$ cat config.mk
export PLATFORM = sky130hd
export DESIGN_NAME = lin_capture_top
export DESIGN_NICKNAME = d
export VERILOG_FILES = /design/src/design/lin_pkg.sv /design/src/design/mem_if.sv /design/src/design/lin_capture_top.sv /design/src/design/lin_regs.sv /design/src/design/sample_ram.sv /design/src/design/mem_arbiter.sv /design/src/design/capture_writer.sv /design/src/design/linear.sv
export SDC_FILE = /design/constraint.sdc
export NUM_CORES = 2
export LEC_CHECK = 0
export BUFFER_PORTS_ARGS = -buffer_cell sky130_fd_sc_hd__buf_2
export CORE_MARGIN = 8
export CORE_UTILIZATION = 44
export DETAILED_ROUTE_END_ITERATION = 8
export PLACE_DENSITY = 0.57
export SYNTH_ARGS = -nofsm -noshare
export SYNTH_HDL_FRONTEND = slang
export SYNTH_SLANG_ARGS = --single-unit
$ cat constraint.sdc
create_clock -name clk -period 9.8 [get_ports clk]
set_input_delay 0.49 -clock clk [delete_from_list [all_inputs] [get_ports clk]]
set_output_delay 0.49 -clock clk [all_outputs]
set_load 0.02 [all_outputs]
$ cat src/design/lin_pkg.sv
// package lin_pkg: sample widths, sample memory geometry, register map
package lin_pkg;

  //////////////////////////////////////////////////
  // data widths
  //////////////////////////////////////////////////

  localparam int DWI = 14;  // input sample
  localparam int DWO = 14;  // conditioned sample, also memory word
  localparam int DWM = 16;  // gain, Q1.15
  localparam int DWS = 14;  // offset

  //////////////////////////////////////////////////
  // sample memory
  //////////////////////////////////////////////////

  localparam int BUF_AW    = 6;   // 64 words
  localparam int REG_DEPTH = 32;  // samples per channel, half the memory
  localparam int N_REQ     = 3;   // writer 0, writer 1, host

  //////////////////////////////////////////////////
  // register map, word addresses
  //////////////////////////////////////////////////

  localparam logic [7:0] ADR_GAIN0 = 8'd0;
  localparam logic [7:0] ADR_OFFS0 = 8'd1;
  localparam logic [7:0] ADR_GAIN1 = 8'd2;
  localparam logic [7:0] ADR_OFFS1 = 8'd3;
  localparam logic [7:0] ADR_CTRL  = 8'd4;  // write 1 to bit n arms channel n

  localparam logic [7:0] ADR_STAT  = 8'd5;  // done bits and fill counts

  // bit 7 selects the buffer window
  localparam logic [7:0] ADR_BUF_BASE = 8'd128;

endpackage : lin_pkg
$ cat src/design/mem_if.sv
// interface mem_if: one requester's path to the shared sample memory
interface mem_if import lin_pkg::*; ();

  logic              req;   // held until gnt
  logic              we;    // 1 write, 0 read
  logic [BUF_AW-1:0] addr;
  logic [DWO-1:0]    wdat;
  logic              gnt;   // from arbiter, combinational
  logic [DWO-1:0]    rdat;  // valid the cycle after gnt

  // requester side
  modport master (
    output req, we, addr, wdat,
    input  gnt, rdat
  );

  // arbiter side
  modport slave (
    input  req, we, addr, wdat,
    output gnt, rdat
  );

endinterface : mem_if

$ cat src/design/lin_capture_top.sv
// module lin_capture_top: two conditioning channels, capture writers, regs, shared memory
module lin_capture_top import lin_pkg::*; (
  input  logic                  clk,
  input  logic                  rstn,
  // wishbone classic slave
  input  logic                  wb_cyc,
  input  logic                  wb_stb,
  input  logic                  wb_we,
  input  logic [7:0]            wb_adr,
  input  logic [31:0]           wb_dat_w,
  output logic [31:0]           wb_dat_r,
  output logic                  wb_ack,
  // sample streams
  input  logic signed [DWI-1:0] ch0_dat,
  input  logic                  ch0_vld,
  output logic                  ch0_rdy,
  input  logic signed [DWI-1:0] ch1_dat,
  input  logic                  ch1_vld,
  output logic                  ch1_rdy
);

  logic signed [DWO-1:0] lin0_dat, lin1_dat;  // conditioned streams
  logic                  lin0_vld, lin1_vld, lin0_rdy, lin1_rdy;
  logic signed [DWM-1:0] gain0, gain1;
  logic signed [DWS-1:0] offs0, offs1;
  logic                  arm0, arm1, done0, done1;
  logic [BUF_AW-1:0]     fill0, fill1;
  logic                  ram_we;
  logic [BUF_AW-1:0]     ram_addr;
  logic [DWO-1:0]        ram_wdat, ram_rdat;

  mem_if mem_bus [N_REQ] ();  // writer 0, writer 1, host

  //////////////////////////////////////////////////
  // channels
  //////////////////////////////////////////////////

  linear lin0_i (.clk, .rstn, .sti_dat(ch0_dat), .sti_vld(ch0_vld), .sti_rdy(ch0_rdy),
    .sto_dat(lin0_dat), .sto_vld(lin0_vld), .sto_rdy(lin0_rdy),
    .cfg_mul(gain0), .cfg_sum(offs0));
  linear lin1_i (.clk, .rstn, .sti_dat(ch1_dat), .sti_vld(ch1_vld), .sti_rdy(ch1_rdy),
    .sto_dat(lin1_dat), .sto_vld(lin1_vld), .sto_rdy(lin1_rdy),
    .cfg_mul(gain1), .cfg_sum(offs1));

  capture_writer cap0_i (.clk, .rstn, .sti_dat(lin0_dat), .sti_vld(lin0_vld),
    .sti_rdy(lin0_rdy), .arm(arm0), .region(1'b0), .done(done0), .fill(fill0),
    .mem(mem_bus[0]));  // words 0..31
  capture_writer cap1_i (.clk, .rstn, .sti_dat(lin1_dat), .sti_vld(lin1_vld),
    .sti_rdy(lin1_rdy), .arm(arm1), .region(1'b1), .done(done1), .fill(fill1),
    .mem(mem_bus[1]));  // words 32..63

  //////////////////////////////////////////////////
  // host side and memory
  //////////////////////////////////////////////////

  lin_regs regs_i (.clk, .rstn, .wb_cyc, .wb_stb, .wb_we, .wb_adr, .wb_dat_w,
    .wb_dat_r, .wb_ack, .done0, .done1, .fill0, .fill1,
    .gain0, .offs0, .gain1, .offs1, .arm0, .arm1, .mem(mem_bus[2]));

  mem_arbiter arb_i (.clk, .rstn, .req_port(mem_bus),
    .ram_we, .ram_addr, .ram_wdat, .ram_rdat);

  sample_ram ram_i (.clk, .we(ram_we), .addr(ram_addr), .wdat(ram_wdat), .rdat(ram_rdat));

endmodule : lin_capture_top

$ cat src/design/lin_regs.sv
// module lin_regs: wishbone slave, config and status registers, buffer read
module lin_regs import lin_pkg::*; (
  input  logic                  clk,
  input  logic                  rstn,
  // wishbone classic
  input  logic                  wb_cyc,
  input  logic                  wb_stb,
  input  logic                  wb_we,
  input  logic [7:0]            wb_adr,
  input  logic [31:0]           wb_dat_w,
  output logic [31:0]           wb_dat_r,
  output logic                  wb_ack,
  // status from writers
  input  logic                  done0,
  input  logic                  done1,
  input  logic [BUF_AW-1:0]     fill0,
  input  logic [BUF_AW-1:0]     fill1,
  // configuration
  output logic signed [DWM-1:0] gain0,
  output logic signed [DWS-1:0] offs0,
  output logic signed [DWM-1:0] gain1,
  output logic signed [DWS-1:0] offs1,
  output logic                  arm0,  // one-cycle pulses
  output logic                  arm1,
  // buffer read port
  mem_if.master                 mem
);

  logic start;   // new access seen
  logic buf_sel;
  logic rd_req;  // waiting for grant
  logic rd_dat;  // rdat arrives this cycle

  assign buf_sel = wb_adr[7] & ADR_BUF_BASE[7];
  assign start   = wb_cyc & wb_stb & ~wb_ack & ~rd_req & ~rd_dat;

  // host never writes the memory
  assign mem.req  = rd_req;
  assign mem.we   = 1'b0;
  assign mem.addr = wb_adr[BUF_AW-1:0];
  assign mem.wdat = '0;

  //////////////////////////////////////////////////
  // bus cycle control
  //////////////////////////////////////////////////

  always_ff @(posedge clk) begin
    if (!rstn) begin
      wb_ack <= 1'b0;
      rd_req <= 1'b0;
      rd_dat <= 1'b0;
    end else begin
      wb_ack <= 1'b0;                             // pulse
      if (start && buf_sel && !wb_we) rd_req <= 1'b1;
      else if (start) wb_ack <= 1'b1;             // registers, buffer writes
      if (rd_req && mem.gnt) begin
        rd_req <= 1'b0;
        rd_dat <= 1'b1;
      end
      if (rd_dat) begin
        rd_dat <= 1'b0;
        wb_ack <= 1'b1;
      end
    end
  end

  //////////////////////////////////////////////////
  // register writes and arm pulses
  //////////////////////////////////////////////////

  always_ff @(posedge clk) begin
    if (!rstn) begin
      gain0 <= '0;
      offs0 <= '0;
      gain1 <= '0;
      offs1 <= '0;
      arm0  <= 1'b0;
      arm1  <= 1'b0;
    end else begin
      arm0 <= start && wb_we && wb_adr == ADR_CTRL && wb_dat_w[0];
      arm1 <= start && wb_we && wb_adr == ADR_CTRL && wb_dat_w[1];
      if (start && wb_we) begin
        case (wb_adr)  // buffer addresses match nothing here
          ADR_GAIN0: gain0 <= wb_dat_w[DWM-1:0];
          ADR_OFFS0: offs0 <= wb_dat_w[DWS-1:0];
          ADR_GAIN1: gain1 <= wb_dat_w[DWM-1:0];
          ADR_OFFS1: offs1 <= wb_dat_w[DWS-1:0];
          default: ;
        endcase
      end
    end
  end

  //////////////////////////////////////////////////
  // read data
  //////////////////////////////////////////////////

  always_ff @(posedge clk) begin
    if (rd_dat) wb_dat_r <= 32'($signed(mem.rdat));  // sign-extended sample
    else if (start && !wb_we) begin
      case (wb_adr)
        ADR_GAIN0: wb_dat_r <= 32'(gain0);
        ADR_OFFS0: wb_dat_r <= 32'(offs0);
        ADR_GAIN1: wb_dat_r <= 32'(gain1);
        ADR_OFFS1: wb_dat_r <= 32'(offs1);
        ADR_STAT:  wb_dat_r <= {10'b0, fill1, 2'b0, fill0, 6'b0, done1, done0};
        default:   wb_dat_r <= '0;  // ctrl reads as zero
      endcase
    end
  end

  a_ack_pulse : assert property (@(posedge clk) disable iff (!rstn) wb_ack |=> !wb_ack);

endmodule : lin_regs

$ cat src/design/sample_ram.sv
// module sample_ram: 64 x 14 single-port memory, registered read
module sample_ram import lin_pkg::*; (
  input  logic              clk,
  input  logic              we,
  input  logic [BUF_AW-1:0] addr,
  input  logic [DWO-1:0]    wdat,
  output logic [DWO-1:0]    rdat
);

  logic [DWO-1:0] mem_arr [2**BUF_AW];

  //////////////////////////////////////////////////
  // write and read port
  //////////////////////////////////////////////////

  always_ff @(posedge clk) begin
    if (we) mem_arr[addr] <= wdat;
  end

  // read first, data one cycle after the address
  always_ff @(posedge clk) begin
    rdat <= mem_arr[addr];
  end

endmodule : sample_ram

$ cat src/design/mem_arbiter.sv
// round-robin arbiter sharing one single-port sample memory among three requesters
module mem_arbiter import lin_pkg::*; (
  input  logic              clk,
  input  logic              rstn,
  mem_if.slave              req_port [N_REQ],
  // memory side
  output logic              ram_we,
  output logic [BUF_AW-1:0] ram_addr,
  output logic [DWO-1:0]    ram_wdat,
  input  logic [DWO-1:0]    ram_rdat
);

  logic [N_REQ-1:0]         req_v, we_v, gnt_v;
  logic [BUF_AW-1:0]        addr_a [N_REQ];
  logic [DWO-1:0]           wdat_a [N_REQ];
  logic [$clog2(N_REQ)-1:0] ptr, sel;  // search starts at ptr
  logic                     found;

  // flatten the interface array
  for (genvar i = 0; i < N_REQ; i++) begin : g_port
    assign req_v[i]         = req_port[i].req;
    assign we_v[i]          = req_port[i].we;
    assign addr_a[i]        = req_port[i].addr;
    assign wdat_a[i]        = req_port[i].wdat;
    assign req_port[i].gnt  = gnt_v[i];
    assign req_port[i].rdat = ram_rdat;  // same read data to all
  end

  //////////////////////////////////////////////////
  // selection starting at ptr
  //////////////////////////////////////////////////

  always_comb begin
    int idx;
    sel   = ptr;
    found = 1'b0;
    gnt_v = '0;
    for (int k = 0; k < N_REQ; k++) begin
      idx = int'(ptr) + k;
      if (idx >= N_REQ) idx = idx - N_REQ;  // wrap by hand, N_REQ is not a power of 2
      if (!found && req_v[idx]) begin
        sel   = idx[$clog2(N_REQ)-1:0];
        found = 1'b1;
      end
    end
    if (found) gnt_v[sel] = 1'b1;
  end

  assign ram_we   = found & we_v[sel];
  assign ram_addr = addr_a[sel];
  assign ram_wdat = wdat_a[sel];

  // next search starts after the winner
  always_ff @(posedge clk) begin
    if (!rstn)      ptr <= '0;
    else if (found) ptr <= (sel == N_REQ - 1) ? '0 : sel + 1'b1;
  end

  // a requester just served yields to any other still waiting
  for (genvar i = 0; i < N_REQ; i++) begin : g_fair
    a_rr_yield : assert property (@(posedge clk) disable iff (!rstn)
      gnt_v[i] && (req_v & ~gnt_v) != '0 |=> !gnt_v[i]);
  end

endmodule : mem_arbiter

$ cat src/design/capture_writer.sv
// module capture_writer: conditioned stream into one half of the sample memory
module capture_writer import lin_pkg::*; (
  input  logic              clk,
  input  logic              rstn,
  // conditioned stream
  input  logic [DWO-1:0]    sti_dat,
  input  logic              sti_vld,
  output logic              sti_rdy,
  // control and status
  input  logic              arm,     // one-cycle pulse from regs
  input  logic              region,  // which half of the memory
  output logic              done,
  output logic [BUF_AW-1:0] fill,    // samples stored since arm
  // memory port
  mem_if.master             mem
);

  logic armed;

  //////////////////////////////////////////////////
  // memory request
  //////////////////////////////////////////////////

  assign mem.req  = armed & sti_vld;
  assign mem.we   = 1'b1;  // write only
  assign mem.addr = {region, fill[BUF_AW-2:0]};
  assign mem.wdat = sti_dat;

  // idle or done: swallow samples so the channel never stalls
  assign sti_rdy = armed ? mem.gnt : 1'b1;

  //////////////////////////////////////////////////
  // fill counter and state
  //////////////////////////////////////////////////

  always_ff @(posedge clk) begin
    if (!rstn) begin
      armed <= 1'b0;
      done  <= 1'b0;
      fill  <= '0;
    end else if (arm) begin  // arm wins over a same-cycle write
      armed <= 1'b1;
      done  <= 1'b0;
      fill  <= '0;
    end else if (armed && mem.gnt) begin
      fill <= fill + 1'b1;
      if (fill == BUF_AW'(REG_DEPTH - 1)) begin  // 32nd sample
        armed <= 1'b0;
        done  <= 1'b1;
      end
    end
  end

  a_fill_max : assert property (@(posedge clk) disable iff (!rstn)
    fill <= BUF_AW'(REG_DEPTH));

endmodule : capture_writer

$ cat src/design/linear.sv
// module linear: gain, offset and saturation pipeline on a valid/ready stream
module linear import lin_pkg::*; (
  input  logic                  clk,
  input  logic                  rstn,
  // input stream
  input  logic signed [DWI-1:0] sti_dat,
  input  logic                  sti_vld,
  output logic                  sti_rdy,
  // output stream
  output logic signed [DWO-1:0] sto_dat,
  output logic                  sto_vld,
  input  logic                  sto_rdy,
  // configuration
  input  logic signed [DWM-1:0] cfg_mul,  // gain, 32767 ~ unity
  input  logic signed [DWS-1:0] cfg_sum   // offset
);

  logic signed [DWI+DWM-1:0] mul_dat;  // full product
  logic signed [DWI:0]       shf_dat;  // product >>> (DWM-1)
  logic signed [DWI+1:0]     sum_dat;  // one guard bit over shf_dat
  logic signed [DWO-1:0]     sat_dat;
  logic                      sum_ovf;

  logic mul_vld, mul_rdy;
  logic sum_vld, sum_rdy;

  //////////////////////////////////////////////////
  // stage 1: multiply
  //////////////////////////////////////////////////

  assign sti_rdy = mul_rdy | ~mul_vld;  // empty or draining

  always_ff @(posedge clk) begin
    if (!rstn)        mul_vld <= 1'b0;
    else if (sti_rdy) mul_vld <= sti_vld;
  end

  always_ff @(posedge clk) begin
    if (sti_vld && sti_rdy) mul_dat <= sti_dat * cfg_mul;
  end

  //////////////////////////////////////////////////
  // stage 2: shift and add offset
  //////////////////////////////////////////////////

  // drop the low DWM-1 bits, arithmetic shift means floor
  assign shf_dat = mul_dat[DWI+DWM-1:DWM-1];

  assign mul_rdy = sum_rdy | ~sum_vld;

  always_ff @(posedge clk) begin
    if (!rstn)        sum_vld <= 1'b0;
    else if (mul_rdy) sum_vld <= mul_vld;
  end

  always_ff @(posedge clk) begin
    if (mul_vld && mul_rdy) sum_dat <= shf_dat + cfg_sum;
  end

  //////////////////////////////////////////////////
  // stage 3: saturate
  //////////////////////////////////////////////////

  // out of range unless the bits above the output sign all match it
  assign sum_ovf = ~(&sum_dat[DWI+1:DWO-1] | ~|sum_dat[DWI+1:DWO-1]);

  always_comb begin
    if (!sum_ovf)          sat_dat = sum_dat[DWO-1:0];
    else if (sum_dat[DWI+1]) sat_dat = {1'b1, {(DWO-1){1'b0}}};  // clip low
    else                   sat_dat = {1'b0, {(DWO-1){1'b1}}};  // clip high
  end

  assign sum_rdy = sto_rdy | ~sto_vld;

  always_ff @(posedge clk) begin
    if (!rstn)        sto_vld <= 1'b0;
    else if (sum_rdy) sto_vld <= sum_vld;
  end

  always_ff @(posedge clk) begin
    if (sum_vld && sum_rdy) sto_dat <= sat_dat;
  end

  // a stalled output word must not change under the sink
  a_sto_hold : assert property (@(posedge clk) disable iff (!rstn)
    sto_vld && !sto_rdy |=> sto_vld && $stable(sto_dat));

endmodule : linear

# Yosys cells after proc, flatten, opt, wreduce, memory -nomap -nowiden
# Memories as Yosys holds them, arrays and structs flattened. A register that Yosys moved wholly into a read port is not among the register bits.
# Index checks and enable logic that the tools add are counted.
# op_classes
n_addsub	10
n_eq_ne	8
n_reduce_logical	46
bitwise_logic	26
order_cmp	9
mul	2
mux	51
div	0
n_shift	0
# ops
operator	n
$mux W32	5
$pmux W32 S5	1
$lt A32 B4 Y1 const B	3
$mux W14	6
$ge A32 B3 Y1 const B	2
$sub A32 B3 Y32 const B	2
$mul A14 B16 Y30	2
$add A15 B14 Y16	2
$bmux W14 S2	1
$mux W1	25
$logic_and A1 B1 Y1	19
$eq A8 B2 Y1 const B	2
$eq A8 B3 Y1 const B	2
$reduce_and A2 Y1	8
$add A6 B1 Y6 const B	2
$bmux W6 S2	1
$eq A6 B5 Y1 const B	2
$mux W6	2
$not A1 Y1	10
$reduce_bool A2 Y1	5
$bmux W1 S2	4
$eq A8 B1 Y1 const B	1
$logic_not A8 Y1	1
$mux W2	4
other kinds (18)	40
# totals
out_inout_bits	35
input_bits	75
ram_bits	896
ff_bits	241
mem_count	1
wordCells	182
latch_bits	0
mem_bits_ro	0
# mem_list
memory	words	width	read_ports	rd_clocked_by_memory_dff	write_ports	line	source
ram_i.mem_arr	64	14	1	1	1	sample_ram.sv:10	logic [DWO-1:0] mem_arr [2**BUF_AW];

# Longest topological paths before layout
# logic_depth
ltp_word	22
mapped_depth	25
ltp_nobuf	24

# Cells and area by module
# From an unflattened synthesis, not the netlist that was laid out.
# unflattened
hier_cells	4940
hier_area_um2	62433.6
# by_module_without_submodules
mod	area_each_um2	seq_area_each_um2	instances	cells_per_inst
sample_ram	34759.6	27186.1	1	2002
linear at lin0_i	10716.5	1411.4	1	1142
linear at lin1_i	10451.3	1411.4	1	1099
lin_regs	4227.8	1961.9	1	416
mem_arbiter	1239.9	40.0	1	153
capture_writer	515.5	160.2	2	63
lin_capture_top	7.5	0.0	1	2

# Worst setup path before layout
# No wires, ideal clock.
# synth_path
kind	input-to-reg
startpoint	in ch0_dat[5]
endpoint	reg lin0_i.mul_dat[26] (data pin)
t_arrival_ns	6.092
setup_time_ns	0.258
cell_stages	22
slack_ns	3.450
t_required_ns	9.542
n_path_buf	1
cell_sequence	clkbuf_1 nand2_1 fa_1 fa_1 fa_1 inv_1 fa_1 fa_1 inv_1 fa_1 inv_1 ha_1 a21oi_1 o21ai_0 o21bai_1 a221o_1 a221o_1 a41oi_1 a211oi_1 a21o_1 a21oi_1 xnor2_1
# synth_between
elab_chain_len	1
# synth_lines
element	line	source
start, declared	lin_capture_top.sv:14	input logic signed [DWI-1:0] ch0_dat,
$mul A14 B16 Y30	linear.sv:39	if (sti_vld && sti_rdy) mul_dat <= sti_dat * cfg_mul;
end signal, assigned	linear.sv:39	
end, declared	linear.sv:18	logic signed [DWI+DWM-1:0] mul_dat;
# Every way passes these cells.
# A chain may end at the register's enable or synchronous reset.

# Worst setup path in the final report
# layout_path
startpoint	reg regs_i.gain0[7]
endpoint	reg lin0_i.mul_dat[26] (data pin)
# layout_between
elab_chain_len	1
# layout_lines
element	line	source
start, declared	lin_regs.sv:19	output logic signed [DWM-1:0] gain0,
start signal, assigned	lin_regs.sv:84	ADR_GAIN0: gain0 <= wb_dat_w[DWM-1:0];
$mul A14 B16 Y30	linear.sv:39	
# Every way passes these cells.

==> flow_summary.yaml <==
status:
  status: "complete, no violations"
sta:
  tightestPinTransition_ps: 1290
  min_period_ps: 7050
  finalHoldViolations: 0
  whs_ps: 60.1
  setup_viol: 0
  post-route-period-util_pct: 72.0
  slew_headroom_pct: 13.4
  fin_skew_ps: 64.6
  slew_violations: 0
  fmax_ghz: 0.142
  tns_ps: 0
  rsz0062_at_grt: "false"
placement:
  gp_congestion: 0.864
  hpwlAfterDp_um: 112000
  port_buffers: 93
worst_setup_path:
  r2r_slack_ps: 2750
  cpMostUsedCell: "fa_1"
  reg2reg_from: "regs_i.gain0[7]$_SDFFE_PN0P_"
  r2r_cells: 21
  r2r_end: "lin0_i.mul_dat[26]$_DFFE_PP_"
  endpoint: "lin0_i.mul_dat[26]$_DFFE_PP_"
  critPathMaxFanout: 16
  startpoint_type: "register"
  cp.required_ps: 10270
  cpLargestDelayFamily: "adder cells"
  cp_cell_sequence: "nand2_1 -> fa_1 -> fa_1 -> fa_1 -> inv_1 -> fa_1 -> fa_1 -> inv_1 -> fa_1 -> inv_1 -> ha_1 -> a21oi_1 -> o21ai_0 -> o21bai_1 -> a221o_1 -> a221o_1 -> a41oi_1 -> a211oi_1 -> a21o_1 -> a21oi_1 -> xnor2_1"
  cpMaxStageDelayCell: "dfxtp_1"
  cp.arrival_ps: 7520
  critical_path.startpoint: "regs_i.gain0[7]$_SDFFE_PN0P_"
  setup.worst_path.class: "register to register"
  cp_slowest_stage_delay_ps: 810
  cp.depth: 21
  critPathBufInv: 3
  end_kind: "register"
global_routing:
  track_usage_pct: 22.8
  grt_pass1_vias: 38400
  grt_overflow: 0
  antenna_found_initial: 6
  grt_pass1_wl_um: 252000
  grt_max_degree: 77
routing:
  wl_per_cell_um: 25.5
  vias: 37900
  ant_nets: 0
  dr.pass1.iters: 8
  wirelength_um: 169000
  drcViolationCount: 0
  initialDrtViolationCount: 3858
  vias_per_cell: 5.70
cells_and_area:
  fill_cells: 11900
  final_layout_size_suffix_gt1_share_pct: 10.9
  regArea_um2: 32300
  fin_util_pct: 49.2
  multi_input_area_um2: 24700
  nets: 5458
  area_growth_pct: 11.1
floorplanning:
  die_x_um: 385
  core_area_um2: 135000
  initial_core_util_pct: 44.2
  rows: 135
  pin_count: 110
  die_h_um: 385
  dieArea_um2: 148000
pwr:
  ir_worst_vdd_v: 0.000169
  power.density_nw_per_um2: 152
  power.total_mw: 10.1
  leakagePower_nw: 25.3
yosys:
  ys_warn_count: 0
  synthArstFlopShare_pct: 0
  synthFlopType: "edfxtp_1"
  yosysSeqAreaShare_pct: 54.1
  synthesis.nets: 5337
  synth_edf_count: 1008
  syn_area_um2: 59800
  synth_cells: 4654
  avgSynthCellArea_um2: 12.8
  synth.distinct_cells: 87
  synth_seq_cells: 1111
clock_network:
  clock_path_buffers: 3
  cts_tree: "done"
  cts_resized: 0
  numCtsBuffers: 108
  clk_pin_slew_ps: 70
  cts_sinks: 1111
  clock_latency_ps: 730
  post_cts_buffers: 0
  clock-root-buffer: "clkbuf_16"
  hold_buffers: 0
  h-tree-depth: 3
min_path:
  hold_depth: 3
  min_from: "wb_dat_w[14]"
  hold_path.class: "primary input to register"
run:
  maxCapViolCount: 0
==> synth_stat cells, types with 6 or more instances <==
cell type / instances / share of area (%)
fa_1: 438 / 15
buf_2: 48 / 0.40
nand4_1: 22 / 0.23
mux4_2: 9 / 0.34
o211ai_1: 6 / 0.075
a211oi_1: 7 / 0.088
nand2b_1: 19 / 0.20
a21oi_1: 88 / 0.74
o21a_1: 12 / 0.15
a41oi_1: 32 / 0.47
mux2_2: 64 / 1.2
a2111oi_0: 22 / 0.32
nor3_1: 36 / 0.30
a22o_1: 10 / 0.15
clkbuf_1: 147 / 0.92
a31oi_1: 29 / 0.30
a221oi_1: 55 / 0.81
nand3b_1: 6 / 0.075
nor4_1: 12 / 0.13
nor2_1: 252 / 1.6
and2_1: 234 / 2.4
nand2_1: 448 / 2.8
nand3_1: 41 / 0.34
ha_1: 170 / 3.6
nor2b_1: 24 / 0.25
edfxtp_1: 1008 / 51
buf_1: 22 / 0.14
o21ai_0: 71 / 0.59
dfxtp_1: 103 / 3.4
and3_1: 73 / 0.76
mux2i_1: 57 / 0.95
inv_1: 516 / 3.2
buf_4: 14 / 0.18
buf_6: 7 / 0.13
a22oi_1: 272 / 3.4
a21boi_0: 71 / 0.89
xor2_1: 16 / 0.23
xnor2_1: 56 / 0.82
o22ai_1: 14 / 0.15
a222oi_1: 7 / 0.12
a21o_1: 22 / 0.28
or3_1: 7 / 0.073
==> cell families after synthesis <==
kind of cell	Yosys count	share of synthesized area, %
adder cells (fa/ha/maj)	609	18.2
AND/OR/NAND/NOR	1196	9.53
AO/OA/AOI/OAI	777	9.46
buffers and inverters	756	5.03
multiplexers	133	2.60
XOR/XNOR	72	1.05
flip-flops	1111	54.1
==> state kept, by name, indices dropped and copies added (netlist names), 2 cells and up <==
name and cells:
regs_i.gain1 16, regs_i.offs0 14, regs_i.offs1 14, lin0_i.sto_dat 14
cap0_i.fill 6, lin1_i.mul_dat 15, lin0_i.mul_dat 15, lin0_i.sum_dat 16
lin1_i.sum_dat 16, ram_i.mem_arr 896, ram_i.rdat 14, lin1_i.sto_dat 14
regs_i.wb_dat_r 22, cap1_i.fill 6, arb_i.ptr 2, regs_i.gain0 16
==> layer usage <==
metal / up-vias / share of wire [%] / track usage, %
met5: - / 0.0077 / 0
met4: 2 / 3.3 / 7.68
met3: 230 / 7.7 / 3.10
met2: 1491 / 46 / 36.1
met1: 19500 / 43 / 32.4
li1: 16700 / - / -
==> worst min path at each step <==
| stage | to | slack, ps |
|---|---|---|
| 6_report | regs_i.gain1[14]$_SDFFE_PN0P_ | 60 |
| 5_1_grt | regs_i.gain0[15]$_SDFFE_PN0P_ | 60 |
| 4_1_cts | regs_i.gain1[14]$_SDFFE_PN0P_ | 10 |
| 3_5_place_dp | cap0_i.done$_SDFFE_PP0P_ | 450 |
| 3_3_place_gp | cap0_i.done$_SDFFE_PP0P_ | 450 |
| 2_1_floorplan | cap0_i.done$_SDFFE_PP0P_ | 430 |
==> cell type report <==
class                   instances  area share (%)
flip-flops and latches       1111            48.7
clock buffers                 135            4.28
repair buffers                249            2.54
diodes                          2         0.00753
well taps                    1781            3.35
multi-input cells            2787            37.1
clock inverters                68            1.08
inverters                     518            2.93
==> where the power goes <==
group	total (mW)	internal [mW]	switching, mW
Combinational	0.629	0.163	0.465
Sequential	5.27	5.25	0.0229
Clock	4.18	2.34	1.84
Total	10.1	7.75	2.33
==> worst min-delay path: stages <==
cell	delay, ps
buf_2	120
nand2_1	50
a21boi_0	60
==> through the flow <==
| step | worst slack, ps | cell area (µm²) | instances |
|---|---|---|---|
| after floorplan | 3450 | 59800 | 4654 |
| after global placement | 2760 | 62900 | 6446 |
| after detailed placement | 2750 | 62900 | 6446 |
| after CTS | 2740 | 66400 | 6649 |
| after global routing | 2420 | 66400 | 6649 |
| final | 2750 | 66400 | 6651 |
==> layout by cell type, fill, tap and decap left out, types with 28 or more instances in the layout <==
| master | instances |
|---|---|
| nor3_1 | 36 |
| xnor2_1 | 56 |
| a41oi_1 | 32 |
| a21oi_1 | 88 |
| and3_1 | 73 |
| inv_1 | 516 |
| o21ai_0 | 71 |
| nand2_1 | 446 |
| a221oi_1 | 55 |
| a22oi_1 | 271 |
| a31oi_1 | 28 |
| fa_1 | 438 |
| nor2_1 | 234 |
| a21boi_0 | 69 |
| mux2_2 | 64 |
| ha_1 | 170 |
| and2_1 | 234 |
| dfxtp_1 | 103 |
| mux2i_1 | 57 |
| edfxtp_1 | 1008 |
| buf_4 | 152 |
| clkbuf_16 | 108 |
| buf_2 | 93 |
| nand3_1 | 41 |
Power figures use the tool's default switching activity.
